--- config.mk ---
export PLATFORM = sky130hd
export DESIGN_NAME = decode_stage
export DESIGN_NICKNAME = d
export VERILOG_FILES = /design/src/logic/core_pkg.sv /design/src/logic/decode_stage.sv
export SDC_FILE = /design/constraint.sdc
export NUM_CORES = 1
export LEC_CHECK = 0
export ABC_AREA = 1
export BUFFER_PORTS_ARGS = -buffer_cell sky130_fd_sc_hd__buf_2
export CORE_AREA = 2 2 150 152
export DETAILED_ROUTE_END_ITERATION = 8
export DIE_AREA = 0 0 152 154
export PLACE_DENSITY = 0.56
export SLEW_MARGIN = 40
export SYNTH_ARGS = -nofsm -noshare
export SYNTH_HDL_FRONTEND = slang
export SYNTH_SLANG_ARGS = --single-unit
--- constraint.sdc ---
create_clock -name clk -period 3.7 [get_ports clk]
set_input_delay 0 -clock clk [delete_from_list [all_inputs] [get_ports clk]]
set_output_delay 0 -clock clk [all_outputs]
set_load 0.05 [all_outputs]
--- src/logic/core_pkg.sv ---
`default_nettype none

package core_pkg;

    localparam int xlen       = 32;
    localparam int reg_idx_w  = 5;
    localparam int csr_addr_w = 12;
    localparam int op_w       = 6;
    localparam int mem_words  = 256;

    localparam logic [xlen-1:0] reset_pc = 32'h1c00_0000;

    // Major opcode in bits 31:26
    localparam logic [op_w-1:0] op_add   = 6'd1;
    localparam logic [op_w-1:0] op_sub   = 6'd2;
    localparam logic [op_w-1:0] op_and   = 6'd3;
    localparam logic [op_w-1:0] op_or    = 6'd4;
    localparam logic [op_w-1:0] op_addi  = 6'd8;
    localparam logic [op_w-1:0] op_ldw   = 6'd9;
    localparam logic [op_w-1:0] op_stw   = 6'd10;
    localparam logic [op_w-1:0] op_csrwr = 6'd12;

    localparam logic [csr_addr_w-1:0] csr_save0 = 12'h030;
    localparam logic [csr_addr_w-1:0] csr_save1 = 12'h031;
    localparam logic [csr_addr_w-1:0] csr_save2 = 12'h032;
    localparam logic [csr_addr_w-1:0] csr_save3 = 12'h033;

    // Register form and immediate form share op, rj and rd
    typedef union packed {
        struct packed {
            logic [op_w-1:0]      op;
            logic [10:0]          unused;
            logic [reg_idx_w-1:0] rk;
            logic [reg_idx_w-1:0] rj;
            logic [reg_idx_w-1:0] rd;
        } r;
        struct packed {
            logic [op_w-1:0]       op;
            logic [3:0]            unused;
            logic [csr_addr_w-1:0] imm12;
            logic [reg_idx_w-1:0]  rj;
            logic [reg_idx_w-1:0]  rd;
        } i;
    } insn_u;

endpackage

`default_nettype wire
--- src/logic/decode_stage.sv ---
`timescale 1ns/1ps
`default_nettype none

module decode_stage (
    input  logic                            clk, rst_n,
    input  logic                            insn_valid,
    input  core_pkg::insn_u                 insn,
    output logic                            insn_rdy,
    input  logic                            next_rdy,
    output logic [core_pkg::reg_idx_w-1:0]  rs1_idx, rs2_idx,
    input  logic [core_pkg::xlen-1:0]       rs1_data, rs2_data,
    input  logic                            ex_fwd_valid, mem_fwd_valid, wb_fwd_valid,
    input  logic [core_pkg::reg_idx_w-1:0]  ex_fwd_idx, mem_fwd_idx, wb_fwd_idx,
    input  logic [core_pkg::xlen-1:0]       ex_fwd_data, mem_fwd_data, wb_fwd_data,
    input  logic                            ex_is_ld, ex_is_csr, mem_is_csr,
    output logic                            valid,
    output logic [core_pkg::xlen-1:0]       pc,
    output logic [core_pkg::op_w-1:0]       op,
    output logic [core_pkg::reg_idx_w-1:0]  rd,
    output logic [core_pkg::xlen-1:0]       rj_val, rk_val, imm,
    output logic [core_pkg::csr_addr_w-1:0] csr_addr,
    output logic                            is_wr_rd, is_ld, is_st, is_csr
);

    logic                      valid_r;
    core_pkg::insn_u           insn_r;
    logic [core_pkg::xlen-1:0] pc_next;
    logic                      alu_rr;
    logic                      writes_rd;
    logic                      stall;

    always_ff @(posedge clk or negedge rst_n) begin
        if (!rst_n) begin
            valid_r <= 1'b0;
            pc_next <= core_pkg::reset_pc;
        end else if (insn_rdy) begin
            valid_r <= insn_valid;
            if (insn_valid) begin
                pc_next <= pc_next + 32'd4;
            end
        end
    end

    always_ff @(posedge clk) begin
        if (insn_rdy) begin
            insn_r <= insn;
            pc     <= pc_next;
        end
    end

    assign op        = insn_r.r.op;
    assign rd        = insn_r.r.rd;
    assign alu_rr    = op == core_pkg::op_add || op == core_pkg::op_sub ||
                       op == core_pkg::op_and || op == core_pkg::op_or;
    assign writes_rd = alu_rr || op == core_pkg::op_addi || op == core_pkg::op_ldw ||
                       op == core_pkg::op_csrwr;

    // ST.W takes its store data from the rd field
    assign rs1_idx = insn_r.r.rj;
    assign rs2_idx = (op == core_pkg::op_stw) ? insn_r.r.rd : insn_r.r.rk;

    // Youngest producer wins
    function automatic logic [core_pkg::xlen-1:0] resolve(
        input logic [core_pkg::reg_idx_w-1:0] idx,
        input logic [core_pkg::xlen-1:0]      rf_data
    );
        if (ex_fwd_valid && ex_fwd_idx == idx) return ex_fwd_data;
        if (mem_fwd_valid && mem_fwd_idx == idx) return mem_fwd_data;
        if (wb_fwd_valid && wb_fwd_idx == idx) return wb_fwd_data;
        return rf_data;
    endfunction

    // Load data and old CSR values appear too late to forward
    function automatic logic not_ready(input logic [core_pkg::reg_idx_w-1:0] idx);
        return idx != '0 && (((ex_is_ld || ex_is_csr) && ex_fwd_idx == idx) ||
                             (mem_is_csr && mem_fwd_idx == idx));
    endfunction

    always_comb begin
        rj_val = resolve(rs1_idx, rs1_data);
        rk_val = resolve(rs2_idx, rs2_data);
        stall  = valid_r && (not_ready(rs1_idx) ||
                 ((alu_rr || op == core_pkg::op_stw) && not_ready(rs2_idx)));
    end

    // A stall holds the register and lets a bubble go forward
    assign insn_rdy = !valid_r || (next_rdy && !stall);
    assign valid    = valid_r && !stall;

    assign imm      = {{(core_pkg::xlen-core_pkg::csr_addr_w){insn_r.i.imm12[11]}},
                       insn_r.i.imm12};
    assign csr_addr = insn_r.i.imm12;
    assign is_wr_rd = valid && writes_rd && rd != '0;
    assign is_ld    = valid && op == core_pkg::op_ldw;
    assign is_st    = valid && op == core_pkg::op_stw;
    assign is_csr   = valid && op == core_pkg::op_csrwr;

endmodule

`default_nettype wire

==> summary by stage, run 1 <==
Yosys
In the post-synthesis netlist, the biggest area contributors are sky130_fd_sc_hd__edfxtp_1 (26%), sky130_fd_sc_hd__nand2_1 (14%), sky130_fd_sc_hd__dfrtp_1 (10%). The number of different library cells used by synthesis comes to 39. Averaged over all synthesized cells, the footprint is between 7 and 8 um2. The sequential element share of the synthesized area is around 37%. The share of flip-flops with an asynchronous set or reset after synthesis is between 30% and 40%.

After synthesis, the most frequently instantiated cells are sky130_fd_sc_hd__nand2_1 (256), sky130_fd_sc_hd__nand3_1 (108), sky130_fd_sc_hd__inv_1 (72). Yosys printed 0 warnings. In this run, synthesis inferred slightly below 60 flip-flops with an integrated enable. After synthesis the netlist holds a flip-flop and latch count of 89. The library cell with the largest summed area after synthesis is sky130_fd_sc_hd__edfxtp_1. By instance count, the leading cell after synthesis is sky130_fd_sc_hd__nand2_1.

Counting every instance in the synthesized netlist gives 926. The share of synthesized area in the top cell type comes to between 20 and 30%. The netlist area before placement is 6780 um2. Among all flip-flop cells after synthesis, the most frequent one is sky130_fd_sc_hd__edfxtp_1.

Drt
In the routed design, unresolved DRC markers number 0. The remaining number of nets flagged by the antenna check after routing is 0. The average routed wire per standard cell is ~18 um. The violation count after the first detailed-route iteration is ~650. Summed over all layers, the routed wires come to approximately 28000 um. In the routed layout, each cell is associated on average with a via count of 5.03. The pre-antenna-repair detailed-routing pass consisted of 5 iterations. Across all layers, the routed design uses roughly 7900 vias.

Global route
Summed over all layers, the global routing overflow is 0. Global routing used 22.8% of the available tracks. The via count of the first global-routing pass is 7336.

The number of antenna violations at the first check in global routing is 6. The first global-routing pass estimated 42600 um of wire. The maximum number of pins on one net before global-route repair is between 60 and 70.

Worst setup path
The required time of the worst setup path is ~3700 ps. At the worst endpoint, the arrival time is 3390 ps. The critical-path maximum fanout is 19.

The critical path endpoint category is an output port. The critical path class is reg -> out. The nature of the critical path startpoint is a flop.

Run
Max-cap violations in this run came to 0.

Clocking
The CTS tree is done. The clock passes through at most 2 buffers. After clock tree synthesis, the clock-pin slew on the worst setup and hold paths is ~60 ps. The clock latency reported for the late side of the worst-skew pair is approximately 340 ps. The number of H-tree branching levels is 3. The total setup buffers inserted after CTS is 0. The number of buffers created by CTS is 9.

The library cell used as clock root buffer is sky130_fd_sc_hd__clkbuf_16. Gates resized during post-CTS repair numbered 0. The clock net sink count is 89.

Min path
The worst hold path belongs to the class in -> reg.

Timing
In this run the tightest slew margin relative to its limit is between 50% and 60%. Setup violations remaining at the end of the flow were counted as 0. For the pin with the worst max-slew slack, the measured transition is around 700 ps. The final-layout setup total negative slack is 0 ps. Derived from the worst setup path, the maximum achievable clock frequency is 295 MHz. The period utilization is between 90% and 100%.

The clock tree skew after final layout is around 10 ps. The count of final hold-check violations came to 0. The final number of max-transition violations came to 0.

The worst path needs approximately 3400 ps of the cycle, external delays included. Setup repair after global routing left no endpoint under its margin.

Placed design
Once placement completed, the tool counted placed cells totaling 1512. The number of input and output port buffers inserted is 377. Detailed placement ended at an HPWL of 21700 um.

The final weighted congestion in routability-driven placement is roughly 0.88.

Final layout
Compared with the post-synthesis result, the final layout area differs by 36.7%. Fill cells in the final layout number about 2300. The net count reported at finish is roughly 1500. Leaving out filler cells and counting taps, the final layout contains around 1600. The fraction of final layout cells with drive strength greater than 1 is between 30 and 40%.

Floorplanning
After floorplanning, the core was divided into 54 placement rows. The initial core utilization is between 30 and 40%. The area of the core is 21700 um2. The overall die area is around 23000 um2. The vertical die dimension is 154 um.

between 300 and 400 I/O pins were placed. The die width is ~150 um.

Pwr
The worst-case IR drop observed on VDD is 0.273 mV. The power after layout is 3870 uW. The leakage component of the power is 0.00476 uW. The power density of the placed cells is roughly 420 nW/um2.

Run status
The flow ran to the end, and the final reports show no timing, DRC or antenna violations.
metal layers:
layer | wire length [um] | vias up | global-route usage [%]
met5 | 13 | - | 0
met4 | 580 | 2 | 6.10
met3 | 1600 | 41 | 3.35
met2 | 14400 | 348 | 40.5
met1 | 11400 | 3609 | 29.1
li1 | - | 3851 | -
sequential cells by signal, indices dropped and copies added, names as in the netlist:
signal   flops
pc          30
pc_next     30
insn_r      28
valid_r      1
power by group:
part	internal, uW	switching, uW
Combinational	394	1210
Clock	603	397
Sequential	1190	84.4
cell type report:
cell class                      instances  area, um2  share of cell area [%]
Antenna cell                            3       7.51                  0.0810
Clock buffer                           10        229                    2.47
Clock inverter                          6       97.6                    1.05
Inverter                               75        282                    3.04
Multi-Input combinational cell        677       3480                    37.5
Sequential cell                        89       2520                    27.2
Tap cell                              280        350                    3.78
Timing Repair Buffer                  420       2310                    24.9
per-stage QoR:
stage	setup slack [ps]	cell area (um2)	util [%]	hold slack, ps
2_1_floorplan	263	6790	-	-296
3_3_place_gp	719	8650	39.9	98.2
3_5_place_dp	697	8650	39.9	118
4_1_cts	287	9260	42.7	128
5_1_grt	46.6	9270	42.8	169
6_report	307	9270	42.8	122
worst max-delay path, cell delays in order, from the launching register on:
cell and delay, ps:
sky130_fd_sc_hd__edfxtp_1 490, sky130_fd_sc_hd__nor2_4 230, sky130_fd_sc_hd__nand3_2 310, sky130_fd_sc_hd__o21ai_2 380, sky130_fd_sc_hd__nand2_1 150, sky130_fd_sc_hd__a21oi_4 150, sky130_fd_sc_hd__nand3_2 410, sky130_fd_sc_hd__buf_4 370
sky130_fd_sc_hd__nand2_1 70, sky130_fd_sc_hd__nand3_1 70, sky130_fd_sc_hd__o211ai_1 120, sky130_fd_sc_hd__o21ai_1 80, sky130_fd_sc_hd__buf_2 210
worst paths after layout:
check                         endpoint        start  slack, ps  cells after the start
max reg2reg                     pc[25]   insn_r[26]        830                     12
min                        pc_next[28]     next_rdy        120                      5
max in group asynchronous  pc_next[28]        rst_n       3240                      2
max                         rk_val[11]   insn_r[26]        310                     12
min reg2reg                     pc[31]  pc_next[31]        510                      0
min in group asynchronous  pc_next[13]        rst_n        130                      2
cells in the final DEF (no fill, tap or decap), types with 2 or more instances in the layout:
cell type                       instances
sky130_fd_sc_hd__dfstp_2                3
sky130_fd_sc_hd__diode_2                3
sky130_fd_sc_hd__nand4_2                2
sky130_fd_sc_hd__buf_2                376
sky130_fd_sc_hd__inv_6                  2
sky130_fd_sc_hd__o21ai_1               33
sky130_fd_sc_hd__clkbuf_16              9
sky130_fd_sc_hd__inv_1                 72
sky130_fd_sc_hd__dlygate4sd3_1         29
sky130_fd_sc_hd__nor4_1                11
sky130_fd_sc_hd__o21ai_0               35
sky130_fd_sc_hd__nand2_2                9
sky130_fd_sc_hd__nand4_1               41
sky130_fd_sc_hd__nor2_1                44
sky130_fd_sc_hd__edfxtp_1              58
sky130_fd_sc_hd__nor2_2                 7
sky130_fd_sc_hd__xnor2_1                9
sky130_fd_sc_hd__nand3_2                3
sky130_fd_sc_hd__dfrtp_1               28
sky130_fd_sc_hd__o22ai_1                6
sky130_fd_sc_hd__buf_12                 2
sky130_fd_sc_hd__bufinv_16              2
sky130_fd_sc_hd__xor2_1                22
sky130_fd_sc_hd__conb_1                 2
sky130_fd_sc_hd__inv_2                  3
sky130_fd_sc_hd__nand3_1              108
sky130_fd_sc_hd__nand2_1              254
sky130_fd_sc_hd__nor3_1                13
sky130_fd_sc_hd__nand2_4                3
sky130_fd_sc_hd__buf_4                 13
sky130_fd_sc_hd__o211ai_1              64
kinds of logic (layout without fill, tap and decap cells):
kind of cell	Yosys count	after routing	synth area share, %
adders and majority gates	1	1	0.184
DFF	89	89	37.2
other	1	5	0.0553
xor gates and xnor gates	31	31	4.00
AOI/OAI and AO/OA	145	145	13.6
buffers and inverters	161	511	11.8
and+or+nand+nor	498	498	33.2
timing repair:
item | CTS | global route
hold buffers | 29 | 0
endpoints found under the hold margin | 56 | 0
setup endpoints to repair | 0 | 0
Note: power is estimated with default switching activity, not from simulation.
==> inputs of run 2 (changes only) <==
--- a/config.mk
+++ b/config.mk
@@ -7,10 +7,11 @@
 export LEC_CHECK = 0
 export ABC_AREA = 1
 export BUFFER_PORTS_ARGS = -buffer_cell sky130_fd_sc_hd__buf_2
-export CORE_AREA = 2 2 150 152
+export CORE_AREA = 2 2 151 153
+export CTS_BUF_LIST = sky130_fd_sc_hd__clkbuf_4 sky130_fd_sc_hd__clkbuf_8
 export DETAILED_ROUTE_END_ITERATION = 8
-export DIE_AREA = 0 0 152 154
-export PLACE_DENSITY = 0.56
+export DIE_AREA = 0 0 153 155
+export PLACE_DENSITY = 0.58
 export SLEW_MARGIN = 40
 export SYNTH_ARGS = -nofsm -noshare
 export SYNTH_HDL_FRONTEND = slang
==> constraint.sdc (replaced) <==
create_clock -name clk -period 3 [get_ports clk]
set_input_delay 0 -clock clk [delete_from_list [all_inputs] [get_ports clk]]
set_output_delay 0 -clock clk [all_outputs]
set_load 0.05 [all_outputs]
==> summary by stage, run 2 (synthesized netlist as in run 1, its figures left out) <==
Run status
The run finished with clean final reports.

Worst setup path
The critical path class is reg -> out. The worst path arrival time is 2850 ps. The launch point of the critical path is insn_r[28]. The critical path endpoint category is an output port. The reg2reg setup slack is approximately 520 ps. The capturing element of the worst setup path is rk_val[27]. The number of cells on the worst reg-to-reg path is 15. The nature of the critical path startpoint is a flop. In this run the worst path has a maximum fanout of 16.

The worst register-to-register path begins at insn_r[27]. In this run the critical register-to-register path is captured at pc[2]. For the worst setup path, the data required time is 3000 ps.

Timing
The smallest clock period supported by the final layout is computed as roughly 2900 ps. For this run, the top clock speed supported by timing is about 350 MHz. The final-layout setup total negative slack is 0 ps. The count of final hold-check violations is 0.

The clock tree skew after final layout is approximately 20 ps. Setup violations remaining at the end of the flow were counted as 0. The period utilization is between 90% and 100%. The worst-margin pin slew is between 700 and 800 ps. The remaining max-slew budget at the tightest pin is between 50% and 60%.

The final number of max-transition violations is 0.

Drt
The violation count after the first detailed-route iteration is 657. The detailed-route wire length is 28700 um. The final route contains 8050 vias. The average routed wire per standard cell is 18.1 um. For this run, design rule violations remaining after detail routing come to 0. The first-pass iteration count of the detailed router is 5. The number of vias per cell is approximately 5.1. The detail route stage leaves a number of antenna-violating nets equal to 0.

Placed design
The number of input and output port buffers inserted is about 380. The estimated wirelength of the detail-placed design is 21900 um. The final weighted congestion in routability-driven placement is roughly 0.86.

Floorplanning
The initial utilization of the core area, before any placement, comes to between 30% and 40%. The die is 155 um tall. In this run the count of I/O pins placed on the die edge is roughly 380. After floorplanning, the core was divided into 55 placement rows.

The total area inside the core boundary comes to 22200 um2. Measured along the x axis, the die boundary spans roughly 150 um. The die covers 23700 um2.

Global route
The maximum number of pins on one net before global-route repair is 65. The via count of the first global-routing pass is 7551. The number of antenna violations at the first check in global routing is 15. The global-route congestion overflow total is 0.

The overall global routing resource usage is a little under a quarter. The wire length of the first global-routing pass is between 40000 and 50000 um.

Pwr
The power after layout is about 4600 uW. The leakage component of the power is about 0.005 uW. The worst vdd rail ir drop is between 0.3 and 0.4 mV.

In this run the power density over the cells is around 480 nW/um2.

Clocking
Counting the buffers created by CTS gives 9. The clock latency reported for the late side of the worst-skew pair is roughly 370 ps. The library cell used as clock root buffer is sky130_fd_sc_hd__clkbuf_8. Clock tree synthesis found a total of 89 sinks. Clock-pin slew was measured on the worst setup and hold paths at roughly 100 ps. The CTS tree is done. The buffer depth of the longest clock path is 2.

The number of H-tree branching levels is 3.

Final layout
The library cells used most frequently in the layout, excluding fill and tap cells, are sky130_fd_sc_hd__buf_2 (352), sky130_fd_sc_hd__nand2_1 (254), sky130_fd_sc_hd__nand3_1 (108), sky130_fd_sc_hd__inv_1 (72), sky130_fd_sc_hd__o211ai_1 (64). At the end of the flow, the number of nets in the layout was about 1500. The fraction of final layout cells with drive strength greater than 1 is a little over a third. The area growth from synthesis to layout is 41.1%. The largest registers in the layout are pc: 30 flops, pc_next: 30 flops, insn_r: 28 flops. The leading cell type in the layout, fill and taps excluded is sky130_fd_sc_hd__buf_2. The filler cell count is 2344.

Min path
The path type of the worst min-delay path is in -> reg.

Run
Max-cap violations in this run came to 0.
## run 2: changes by cell type in the layout (fill, tap and decap cells not counted), moves of 3 or more
cell and change:
sky130_fd_sc_hd__buf_4 +12, sky130_fd_sc_hd__diode_2 +8, sky130_fd_sc_hd__clkbuf_16 -8, sky130_fd_sc_hd__buf_6 +5, sky130_fd_sc_hd__nor2_1 -3, sky130_fd_sc_hd__buf_12 +6
sky130_fd_sc_hd__clkbuf_8 +9, sky130_fd_sc_hd__clkbuf_4 +15, sky130_fd_sc_hd__buf_2 -24, sky130_fd_sc_hd__nor2_4 +3
## run 2: worst min path at each step
stage / start / end / slack (ps) / cells after the start
after floorplan: rst_n / pc_next[10] / -300 / 0
after global routing: insn_valid / pc_next[27] / 190 / 3
after detailed placement: rst_n / pc_next[31] / 100 / 1
after global placement: rst_n / pc_next[31] / 100 / 1
after CTS: insn_valid / pc_next[26] / 150 / 3
final: insn_valid / pc_next[26] / 180 / 3
## run 2: timing repair
action	4_1_cts	5_1_grt
setup endpoints to repair	33	60
buffers inserted	0	5
hold endpoints to repair	56	0
hold buffers	29	0
pin swaps	0	4
gates resized for setup	2	56
gates cloned	0	3
## run 2: per-stage QoR
stage	cell area (um2)	setup slack, ps	hold slack (ps)	util [%]	std cells
3_5_place_dp	8790	302	104	39.5	1526
2_1_floorplan	6800	88.5	-296	-	927
3_3_place_gp	8790	341	95.7	39.5	1526
5_1_grt	9560	-38.7	187	43.0	1588
6_report	9570	148	177	43.0	1590
4_1_cts	9310	7.02	149	41.9	1571
## run 2: where the power goes
part,switching (uW),internal [uW],total (uW),leakage [uW]
clock network,447,482,929,0.000110
logic,1520,549,2070,0.00372
registers,107,1460,1570,0.00103
## run 2: cell type report
type / instances / area [um2] / area share [%]
diodes: 11 / 27.5 / 0.288
clock buffers: 10 / 131 / 1.37
clock inverters: 6 / 90.1 / 0.942
inverters: 75 / 282 / 2.94
multi-input cells: 679 / 3560 / 37.2
flip-flops and latches: 89 / 2520 / 26.4
well taps: 285 / 357 / 3.73
repair buffers: 435 / 2600 / 27.2
## run 2: per-layer routing
metal | global-route usage (%) | vias up | routed length [um]
met5 | 0 | - | 35
met4 | 8.07 | 6 | 899
met3 | 4.15 | 56 | 1650
met2 | 38.5 | 305 | 14300
met1 | 28.7 | 3786 | 11800
li1 | - | 3897 | -
## run 2: worst max-delay path, stage by stage, from the launching register on
cell                        delay [ps]
sky130_fd_sc_hd__edfxtp_1          490
sky130_fd_sc_hd__inv_1             110
sky130_fd_sc_hd__nand2_1            60
sky130_fd_sc_hd__nor2_2            190
sky130_fd_sc_hd__nand3_1           180
sky130_fd_sc_hd__nand2_2           190
sky130_fd_sc_hd__o22ai_1           130
sky130_fd_sc_hd__nor2_4            200
sky130_fd_sc_hd__clkbuf_16         220
sky130_fd_sc_hd__nand4_1           120
sky130_fd_sc_hd__nand3_1           110
sky130_fd_sc_hd__o211ai_1           90
sky130_fd_sc_hd__o21ai_1           100
sky130_fd_sc_hd__buf_2             280
==> inputs of run 3 (changes only) <==
==> constraint.sdc (replaced) <==
create_clock -name clk -period 3 [get_ports clk]
set_input_delay 0.3 -clock clk [delete_from_list [all_inputs] [get_ports clk]]
set_output_delay 0.3 -clock clk [all_outputs]
set_load 0.1 [all_outputs]
==> summary by stage, run 3 (synthesized netlist as in run 1, its figures left out) <==
Run status
The run finished, with violations left. The checks that failed: setup timing.

Final layout
The net count reported at finish is ~1500. In the layout the commonest cells are sky130_fd_sc_hd__buf_2 (308), sky130_fd_sc_hd__nand2_1 (220), sky130_fd_sc_hd__nand3_1 (103), sky130_fd_sc_hd__buf_12 (84), sky130_fd_sc_hd__inv_1 (70). After filler insertion, the fill cell instance count of the layout stands at around 2100. The utilization after layout is 52.6%.

Relative to the synthesized area, the layout overhead comes to 72.5%. In the final layout, the share of cells above drive strength 1 is around 47%. The largest registers in the layout are pc: 30 flops, pc_next: 30 flops, insn_r: 28 flops. The finished cells cover between 10000 and 15000 um2. The leading cell type in the layout, fill and taps excluded is sky130_fd_sc_hd__buf_2.

Global route
The global-route congestion overflow total is 0. The number of antenna violations at the first check in global routing is 14. Entering global routing, the biggest net connects 65 pins.

The via count of the first global-routing pass was 7622. The overall global routing resource usage is roughly a quarter. The first global-routing pass estimated approximately 45000 um of wire.

Drt
Across all layers, the routed design uses a little over 8000 vias. The number of vias per cell is ~5. Dividing the detail-routed wire length by the instance count gives between 15 and 20 um.

The violation count after the first detailed-route iteration is 657. The first TritonRoute pass finished after 5 iterations. The routed design has 30600 um of wire.

The remaining number of nets flagged by the antenna check after routing is 0. The final routed DRC violation total is 0.

Pwr
The power after layout is 6010 uW. Of the total power, the share spent switching nets is between 50% and 60%. The internal portion of the total power is approximately 2800 uW. The net switching component of the power is between 3000 and 4000 uW. The worst-case IR drop observed on VDD is around 0.37 mV. The power density of the placed cells is a little over 500 nW/um2.

The sequential fraction of design power is 26.2%. The leakage component of the power is 0.00549 uW. The relative contribution of combinational cells to total power is just over 60%. Of the total power, the clock network draws between 10% and 20%.

Clocking
The clock net sink count is 89. In this run the deepest clock path goes through 2 buffers. For the worst-skew pair, the clock arrives at the later sink with an insertion delay of roughly 390 ps. TritonCTS built the clock tree.

The number of buffers created by CTS is 9. The root buffer cell chosen for the clock tree is sky130_fd_sc_hd__clkbuf_8. The number of H-tree branching levels is 3.

After clock tree synthesis, the clock-pin slew on the worst setup and hold paths is approximately 100 ps.

Placed design
The number of input and output port buffers inserted is about 380. The final weighted congestion in routability-driven placement is around 0.97. The estimated wirelength of the detail-placed design is 23400 um. The placed instances occupy a cell area of 10800 um2. The setup slack at placement is 191 ps.

Worst setup path
STA puts the critical path data required time at 2700 ps. The nature of the critical path startpoint is a flop. The launch point of the critical path is insn_r[26]. Data on the critical path arrives at its endpoint at 2870 ps. The critical path class is reg -> out. The critical-path maximum fanout is 6. The worst setup path is captured at an output port. The startpoint of the most critical register-to-register path is insn_r[26].

Floorplanning
For this configuration, the core starts out at a cell density of a little under a third. The area of the core is 22200 um2. The die width is 153 um.

The overall die area is around 24000 um2. The initialized floorplan defines 55 standard-cell rows. The vertical die dimension is ~160 um. roughly 380 I/O pins were placed.

Timing
The clock tree skew after final layout is ~18 ps. The count of final hold-check violations is 0. The remaining max-slew budget at the tightest pin is between 60 and 70%. The period utilization is 106%.

Setup violations remaining at the end of the flow were counted as 32. Across all setup checks in the final design, the least slack found is -172 ps. The worst hold slack across all endpoints is slightly above 80 ps. At the pin with the least slew margin, the transition time is a little under 600 ps.

Derived from the worst setup path, the maximum achievable clock frequency is ~320 MHz. Setup repair after global routing could not meet its margin everywhere. Counting I/O delays and the setup requirement, the final critical path takes 3170 ps. The final number of max-transition violations was 0.

Run
The tool flagged a number of max-cap violations equal to 0.

Min path
The startpoint of the most critical hold path is insn[16]. The path type of the worst min-delay path is in -> reg.
[run 3: cell types whose count changed in the layout (fill, tap and decap cells not counted), moves of 5 or more]
cell | previous run | this run
sky130_fd_sc_hd__nand2_1 | 254 | 220
sky130_fd_sc_hd__dlygate4sd3_1 | 29 | 1
sky130_fd_sc_hd__clkbuf_4 | 15 | 0
sky130_fd_sc_hd__nor2_4 | 4 | 11
sky130_fd_sc_hd__buf_12 | 8 | 84
sky130_fd_sc_hd__buf_4 | 25 | 30
sky130_fd_sc_hd__nand2_2 | 10 | 33
sky130_fd_sc_hd__buf_2 | 352 | 308
sky130_fd_sc_hd__nand2_8 | 0 | 8
sky130_fd_sc_hd__o21ai_0 | 35 | 2
sky130_fd_sc_hd__nand3_1 | 108 | 103
sky130_fd_sc_hd__o21ai_1 | 33 | 1
sky130_fd_sc_hd__o21ai_4 | 1 | 66
[run 3: worst max-delay path: stages (launching register included)]
cell and delay (ps):
sky130_fd_sc_hd__edfxtp_1 480, sky130_fd_sc_hd__nor2_4 190, sky130_fd_sc_hd__nand3_4 120, sky130_fd_sc_hd__o21ai_4 310, sky130_fd_sc_hd__nand2_2 120, sky130_fd_sc_hd__a21oi_4 220
sky130_fd_sc_hd__nand3_4 230, sky130_fd_sc_hd__buf_12 220, sky130_fd_sc_hd__nand2_4 50, sky130_fd_sc_hd__nand3_2 80, sky130_fd_sc_hd__o211ai_1 160, sky130_fd_sc_hd__o21ai_4 110
sky130_fd_sc_hd__buf_12 180
[run 3: worst paths after layout]
check	to	slack, ps	cells past startpoint
worst max-delay path	rk_val[0]	-170	12
worst min-delay path	insn_r[16]	80	1
worst max register to register	insn_r[12]	290	14
worst min register to register	pc_next[28]	510	2
max in group asynchronous	pc_next[26]	2110	3
min in group asynchronous	pc_next[3]	370	2
[run 3: per-stage QoR]
step / std cells / setup TNS [ps]
final: 1592 / -4250
after global routing: 1588 / -10280
after CTS: 1559 / -3550
after detailed placement: 1530 / 0
after global placement: 1530 / 0
after floorplan: 927 / -22110
[run 3: cell type report]
cell class / instances / area (um2) / share of cell area, %
diodes: 10 / 25.0 / 0.214
well taps: 285 / 357 / 3.05
repair buffers: 438 / 3710 / 31.7
clock buffers: 10 / 138 / 1.18
flip-flops and latches: 89 / 2520 / 21.6
clock inverters: 6 / 48.8 / 0.417
inverters: 75 / 287 / 2.45
multi-input cells: 679 / 4610 / 39.4
[run 3: power groups by stage]
stage | Sequential, uW | Clock, uW | Combinational, uW
global placement | 1590 | 0 | 3480
global route | 1600 | 865 | 3780
floorplan | 2290 | 0 | 1890
detailed placement | 1590 | 0 | 3500
finish | 1580 | 787 | 3650
CTS | 1580 | 809 | 3560
[run 3: repair_timing]
item,4_1_cts,5_1_grt
hold buffers,1,0
buffers inserted,8,19
resized for setup,37,42
setup endpoints to repair,34,70
pin swaps,12,13
gates cloned,4,3
endpoints found under the hold margin,23,0
[run 3: per-layer routing]
metal / vias to the layer above / wire, um / global-route usage (%) / share of wire, %
met5: - / 64 / 0 / 0.21
met4: 8 / 862 / 8.33 / 2.8
met3: 52 / 2160 / 5.74 / 7.1
met2: 354 / 15600 / 42.1 / 51
met1: 3832 / 11900 / 29.9 / 39
li1: 3905 / - / - / -
